## src/include/engine_defs.svh

```systemverilog
// Width and count macros shared by the read/write engine RTL and testbench

`ifndef ENGINE_DEFS_SVH
`define ENGINE_DEFS_SVH

// Packet layout
`define ENGINE_NUM_FIELDS 4
`define ENGINE_FIELD_W    32

// Memory request address
`define ENGINE_OFFSET_W   32

// Granularity shift amount, enough for any shift of a 32-bit offset
`define ENGINE_SHIFT_W    5

// Channel and buffer tags
`define ENGINE_ID_W       4

// Burst length field
`define ENGINE_BURST_W    8

`endif

```

## src/rtl/engine_pkg.sv

```systemverilog
// Packet, configuration, address and request types of the read/write engine

`include "engine_defs.svh"

package engine_pkg;

  // ----------------------------------------------------------------------
  // Engine packet
  // ----------------------------------------------------------------------

  typedef struct packed {
    logic [`ENGINE_NUM_FIELDS-1:0][`ENGINE_FIELD_W-1:0] field;
  } engine_packet_t;

  // ----------------------------------------------------------------------
  // Run configuration, held steady while config_valid is high
  // ----------------------------------------------------------------------

  typedef struct packed {
    // One bit per output field, set means take const_value
    logic [`ENGINE_NUM_FIELDS-1:0]                         const_mask;
    // Row per output field, one-hot input select
    logic [`ENGINE_NUM_FIELDS-1:0][`ENGINE_NUM_FIELDS-1:0] ops_mask;
    logic [`ENGINE_FIELD_W-1:0]                            const_value;
    logic [`ENGINE_OFFSET_W-1:0]                           index_start;
    logic [`ENGINE_SHIFT_W-1:0]                            granularity;
    // 1 shifts left, 0 shifts right
    logic                                                  direction;
    // Field that supplies the offset
    logic [$clog2(`ENGINE_NUM_FIELDS)-1:0]                 offset_field;
    logic [`ENGINE_ID_W-1:0]                               id_channel;
    logic [`ENGINE_ID_W-1:0]                               id_buffer;
  } rw_config_t;

  // ----------------------------------------------------------------------
  // Memory request
  // ----------------------------------------------------------------------

  typedef struct packed {
    logic [`ENGINE_OFFSET_W-1:0] offset;
    logic [`ENGINE_SHIFT_W-1:0]  shift_amount;
    logic                        direction;
    logic [`ENGINE_ID_W-1:0]     id_channel;
    logic [`ENGINE_ID_W-1:0]     id_buffer;
    // Always one, single-beat requests only
    logic [`ENGINE_BURST_W-1:0]  burst_length;
  } request_address_t;

  typedef struct packed {
    request_address_t address;
    engine_packet_t   data;
  } rw_request_t;

endpackage : engine_pkg

```

## src/rtl/align_stage.sv

```systemverilog
// Register chain that delays any payload type by a fixed number of cycles

module align_stage #(
  parameter type T          = logic,
  parameter int  DEPTH      = 1,
  parameter bit  RESET_ZERO = 1'b0
) (
  input  logic ap_clk,
  input  logic areset,
  input  T     din,
  output T     dout
);

  // Stage 0 takes din, the last stage feeds dout
  T stage_q [DEPTH];

  // ----------------------------------------------------------------------
  // Shift chain
  // ----------------------------------------------------------------------

  always_ff @(posedge ap_clk) begin
    if (RESET_ZERO && areset) begin
      // Flush everything in flight, valid bits must not survive reset
      for (int i = 0; i < DEPTH; i++) begin
        stage_q[i] <= '0;
      end
    end else begin
      stage_q[0] <= din;
      for (int i = 1; i < DEPTH; i++) begin
        stage_q[i] <= stage_q[i-1];
      end
    end
  end

  assign dout = stage_q[DEPTH-1];

endmodule : align_stage

```

## src/rtl/offset_address_gen.sv

```systemverilog
// Address path: offset field plus start index, then scaled by granularity
// Two register stages, tags taken from the configuration

`include "engine_defs.svh"

module offset_address_gen (
  input  logic                         ap_clk,
  input  engine_pkg::rw_config_t       cfg,
  input  engine_pkg::engine_packet_t   data_in,
  output engine_pkg::request_address_t addr
);

  logic [`ENGINE_OFFSET_W-1:0] offset_sel;
  logic [`ENGINE_OFFSET_W-1:0] sum_q;
  logic [`ENGINE_OFFSET_W-1:0] offset_shifted;

  engine_pkg::request_address_t addr_q;

  // ----------------------------------------------------------------------
  // Stage 1: field select and base add
  // ----------------------------------------------------------------------

  // Field and offset are both 32 bits, sum wraps
  assign offset_sel = data_in.field[cfg.offset_field];

  always_ff @(posedge ap_clk) begin
    sum_q <= cfg.index_start + offset_sel;
  end

  // ----------------------------------------------------------------------
  // Stage 2: granularity shift and request tags
  // ----------------------------------------------------------------------

  always_comb begin
    if (cfg.direction) begin
      offset_shifted = sum_q << cfg.granularity;
    end else begin
      offset_shifted = sum_q >> cfg.granularity;
    end
  end

  always_ff @(posedge ap_clk) begin
    addr_q.offset       <= offset_shifted;
    addr_q.shift_amount <= cfg.granularity;
    addr_q.direction    <= cfg.direction;
    addr_q.id_channel   <= cfg.id_channel;
    addr_q.id_buffer    <= cfg.id_buffer;
    // Single-beat request
    addr_q.burst_length <= `ENGINE_BURST_W'(1);
  end

  // Unqualified here; the combiner decides what reaches the output
  assign addr = addr_q;

endmodule : offset_address_gen

```

## src/rtl/field_crossbar.sv

```systemverilog
// Data path crossbar: per-field input select with constant substitution
// One register stage

`include "engine_defs.svh"

module field_crossbar (
  input  logic                       ap_clk,
  input  engine_pkg::rw_config_t     cfg,
  input  engine_pkg::engine_packet_t data_in,
  output engine_pkg::engine_packet_t routed
);

  engine_pkg::engine_packet_t routed_next;
  engine_pkg::engine_packet_t routed_q;

  // ----------------------------------------------------------------------
  // Field routing
  // ----------------------------------------------------------------------

  always_comb begin
    routed_next = '0;
    for (int i = 0; i < `ENGINE_NUM_FIELDS; i++) begin
      if (cfg.const_mask[i]) begin
        routed_next.field[i] = cfg.const_value;
      end else begin
        // Rows are one-hot so an OR over the selected inputs picks one field
        // An empty row leaves the field at zero
        for (int j = 0; j < `ENGINE_NUM_FIELDS; j++) begin
          if (cfg.ops_mask[i][j]) begin
            routed_next.field[i] = routed_next.field[i] | data_in.field[j];
          end
        end
      end
    end
  end

  // ----------------------------------------------------------------------
  // Output register
  // ----------------------------------------------------------------------

  always_ff @(posedge ap_clk) begin
    routed_q <= routed_next;
  end

  assign routed = routed_q;

endmodule : field_crossbar

```

## src/rtl/request_combiner.sv

```systemverilog
// Joins aligned address and data into one registered request
// Request is held at zero on every cycle without a valid packet

module request_combiner (
  input  logic                         ap_clk,
  input  logic                         areset,
  input  logic                         valid_aligned,
  input  engine_pkg::request_address_t addr,
  input  engine_pkg::engine_packet_t   routed_aligned,
  output logic                         request_valid,
  output engine_pkg::rw_request_t      request
);

  logic                    request_valid_q;
  engine_pkg::rw_request_t request_q;

  // ----------------------------------------------------------------------
  // Valid strobe
  // ----------------------------------------------------------------------

  always_ff @(posedge ap_clk) begin
    if (areset) begin
      request_valid_q <= 1'b0;
    end else begin
      request_valid_q <= valid_aligned;
    end
  end

  // ----------------------------------------------------------------------
  // Request payload
  // ----------------------------------------------------------------------

  always_ff @(posedge ap_clk) begin
    if (areset) begin
      request_q <= '0;
    end else if (valid_aligned) begin
      request_q.address <= addr;
      request_q.data    <= routed_aligned;
    end else begin
      // Idle cycle, nothing stale leaks to the memory side
      request_q <= '0;
    end
  end

  assign request_valid = request_valid_q;
  assign request       = request_q;

endmodule : request_combiner

```

## src/rtl/parallel_read_write_engine.sv

```systemverilog
// Vertex engine read/write block: address path, data crossbar, alignment
// and request combiner, fixed 3-cycle latency

module parallel_read_write_engine (
  input  logic                       ap_clk,
  input  logic                       areset,
  input  logic                       config_valid,
  input  engine_pkg::rw_config_t     cfg,
  input  logic                       data_valid,
  input  engine_pkg::engine_packet_t data_in,
  output logic                       request_valid,
  output engine_pkg::rw_request_t    request
);

  engine_pkg::request_address_t addr;
  engine_pkg::engine_packet_t   routed;
  engine_pkg::engine_packet_t   routed_aligned;
  logic                         valid_in;
  logic                         valid_aligned;

  // Packets outside a configured run are dropped
  assign valid_in = data_valid & config_valid;

  // ----------------------------------------------------------------------
  // Address path, 2 cycles
  // ----------------------------------------------------------------------

  offset_address_gen u_offset_address_gen (
    .ap_clk  (ap_clk),
    .cfg     (cfg),
    .data_in (data_in),
    .addr    (addr)
  );

  // ----------------------------------------------------------------------
  // Data path, crossbar plus one alignment register
  // ----------------------------------------------------------------------

  field_crossbar u_field_crossbar (
    .ap_clk  (ap_clk),
    .cfg     (cfg),
    .data_in (data_in),
    .routed  (routed)
  );

  align_stage #(
    .T          (engine_pkg::engine_packet_t),
    .DEPTH      (1),
    .RESET_ZERO (1'b0)
  ) u_align_data (
    .ap_clk (ap_clk),
    .areset (areset),
    .din    (routed),
    .dout   (routed_aligned)
  );

  // Valid bit matches the 2-cycle address path
  align_stage #(
    .T          (logic),
    .DEPTH      (2),
    .RESET_ZERO (1'b1)
  ) u_align_valid (
    .ap_clk (ap_clk),
    .areset (areset),
    .din    (valid_in),
    .dout   (valid_aligned)
  );

  request_combiner u_request_combiner (
    .ap_clk         (ap_clk),
    .areset         (areset),
    .valid_aligned  (valid_aligned),
    .addr           (addr),
    .routed_aligned (routed_aligned),
    .request_valid  (request_valid),
    .request        (request)
  );

endmodule : parallel_read_write_engine

```

## config.mk

```make
export PLATFORM = sky130hd
export DESIGN_NAME = parallel_read_write_engine
export DESIGN_NICKNAME = d
export VERILOG_FILES = /design/src/rtl/engine_pkg.sv /design/src/rtl/align_stage.sv /design/src/rtl/offset_address_gen.sv /design/src/rtl/field_crossbar.sv /design/src/rtl/request_combiner.sv /design/src/rtl/parallel_read_write_engine.sv
export VERILOG_INCLUDE_DIRS = /design/src /design/src/include
export SDC_FILE = /design/constraint.sdc
export NUM_CORES = 1
export LEC_CHECK = 0
export BUFFER_PORTS_ARGS = -buffer_cell sky130_fd_sc_hd__buf_4
export CAP_MARGIN = 20
export CORE_ASPECT_RATIO = 0.9
export CORE_MARGIN = 3
export CORE_UTILIZATION = 60
export CTS_CLUSTER_DIAMETER = 30
export DETAILED_ROUTE_END_ITERATION = 16
export PLACE_DENSITY_LB_ADDON = 0.1
export SYNTH_ARGS = -nofsm -noshare
export SYNTH_HDL_FRONTEND = slang
export SYNTH_SLANG_ARGS = --single-unit
```

## constraint.sdc

```tcl
create_clock -name ap_clk -period 7.4 [get_ports ap_clk]
set_input_delay 1.85 -clock ap_clk [delete_from_list [all_inputs] [get_ports ap_clk]]
set_output_delay 1.85 -clock ap_clk [all_outputs]
set_load 0.01 [all_outputs]
```

==> qor.csv <==
metric;value;unit
die_h;184;um
hold_buffers;0;
setup_violations;0;
antenna_found_initial;7;
cts_buffer_depth;3;
critPathTopFamily;compound AO/OA/AOI/OAI gates;
clock_latency;590;ps
post-route-period-util;66.8;%
synthSimpleGateAreaFrac;11.1;%
synth_cells;1930;
timing.fmax;202;MHz
syn-cell-area;21100;sq um
drc;0;
worst_pin_slew;858;ps
vias;18083;
cts_tree;done;
synth_area_per_cell;10.9;sq um
design_power_total;0.00853;W
vias_per_cell;6.41;
fillCellCount;2053;
gp_congestion;0.978;
core;34400;sq um
dp_slack;1860;ps
fin_ws;2450;ps
slew_violations;0;
ys_seq_area_share;48.4;%
cp_max_fo;32;
final_cell_mix;511 x dfxtp_1, 411 x buf_4, 256 x a22oi_1;
htreeDepth;3;
dp_hpwl;49.6;mm
synthXorXnorAreaFrac;1.24;%
cp-end-kind;flop;
synth_area_leaders;dfxtp_1 48%, a22oi_1 9.1%, mux4_2 9.1%;
ant_nets;0;
layout_commonest_cell;dfxtp_1;
cts_root_buffer;clkbuf_16;
cts.sinks;511;
startpoint_type;input pin;
start_util;61.5;%
grt_util_all_layers;38.7;%
status;complete, no violations;
slowest_stage;mux4_2;
crit_chain;buf_4, mux4_2, ha_1, fa_1, a21o_1, a221oi_2, o21bai_2, o2111a_1, o31ai_4, o21ai_1, xor2_1;
area_delta_synth_final;28.5;%
synthFlopType;dfxtp_1;
wl_per_cell;26.7;um
clk_pin_slew_worst_paths;60;ps
portBuffers;407;
drt-pass1-iter-count;7;
grt_pass1_vias;17247;
wirelength;75.4;mm
rsz0062_at_grt;false;
muxShareOfSynthArea;19.0;%
crit_path_max_incr_delay;630;ps
async_flop_share;0;%
p_leak;11.8;nW
post_cts.repair.setup_buffers;0;
grt_max_degree;90;
ir_worst_vdd;0.213;mV
ys_warn_count;0;
synthAdderAreaFrac;1.93;%
synth-edff-count;0;
path_class;in2reg;
ys_ff_latch;511;
synth_compound_area_share;15.2;%
crit_buf_inv;1;
max-cap-violations;0;
min_period;4950;ps
die_x;204;um
ctsResizeCount;0;
finalClockSkew;47.1;ps
drtIter0Drc;2272;
post-route-util;79.1;%
synth_top_family_by_area;multiplexers;
post_dp_cell_area;24200;sq um
yosysTopAreaCell;dfxtp_1;
die-area;37500;sq um
drive_gt1_share;33.5;%
yosysUniqueCellTypes;60;
required;7870;ps
hold_viol;0;
power_density;314;nW/um^2
grt_pass1_wl;110;mm
synth.top_cell.area_share;48.4;%
timing.slew.headroom;42.8;%
ios;415;
arrival;5420;ps
finalSetupTns;0;ps
postLayoutCellArea;27200;sq um
overflow;0;
nNetsFinal;2553;
num_rows;64;
numCtsBuffers;82;
hp-class;reg2reg;
state kept, by name (all words and copies together), names as in the netlist:
name,flops
u_field_crossbar.routed,128
u_offset_address_gen.addr,46
u_align_valid.stage_q,2
u_request_combiner.request,175
u_offset_address_gen.sum_q,32
u_align_data.stage_q,128
cell families after synthesis:
logic type | count (synthesis)
AOI/OAI and AO/OA | 459
and+or+nand+nor | 485
muxes | 263
buffers and inverters | 149
adders and majority gates | 32
DFF | 511
xor gates and xnor gates | 30
other | 1
area by class of cell:
cell class,count,area [sq um],area share [%]
Multi-Input combinational cell,1276,10300,37.8
Sequential cell,511,10200,37.7
Inverter,6,22.5,0.0829
Clock buffer,95,2230,8.23
Clock inverter,57,697,2.57
Tap cell,462,578,2.13
Timing Repair Buffer,412,3110,11.5
Antenna cell,2,5.00,0.0184
report_power, final:
part,switching (W),leakage (nW),internal [W],total [W]
logic,0.000762,6.11,0.000647,0.00141
clock network,0.00148,1.42,0.00248,0.00396
registers,0.000161,4.24,0.00300,0.00316
metal layers:
layer	global-route usage (%)	vias to the layer above	share of wire, %
met2	59.0	1426	44
li1	-	7804	-
met3	11.6	280	13
met5	0	-	0.10
met1	51.9	8563	38
met4	15.8	10	5.0
Yosys cell counts (7+ instances only):
master      n
buf_1      17
mux2_2    132
a31oi_1    10
nand3_1     7
o21ai_0    29
mux2i_1    37
ha_1       31
a211oi_1   10
and3_1     10
a21o_1     10
nor2_1     92
a21oi_1    63
dfxtp_1   511
buf_2      13
buf_4      13
clkbuf_1   96
and2_1    177
mux4_2     85
a22oi_1   256
xnor2_1    17
o21ai_1    23
nand2_1   172
xor2_1     13
o22ai_1    12
nor3_1     14
mux4_1      9
stage by stage:
stage / cells / hold WS [ps]
final: 2821 / 295
after detailed placement: 2666 / 312
after global routing: 2820 / 309
after global placement: 2666 / 310
after CTS: 2818 / 298
after floorplan: 1936 / 310
final timing paths:
check	startpoint	cells past startpoint	endpoint	slack, ps
worst max-delay path	cfg[8]	11	u_offset_address_gen.sum_q[24]	2450
worst min-delay path	u_field_crossbar.routed[13]	0	u_align_data.stage_q[0][13]	290
worst max register to register	u_align_valid.stage_q[0][1]	4	u_request_combiner.request[109]	5110
worst min register to register	u_field_crossbar.routed[13]	0	u_align_data.stage_q[0][13]	290
Power figures use the tool's default switching activity.
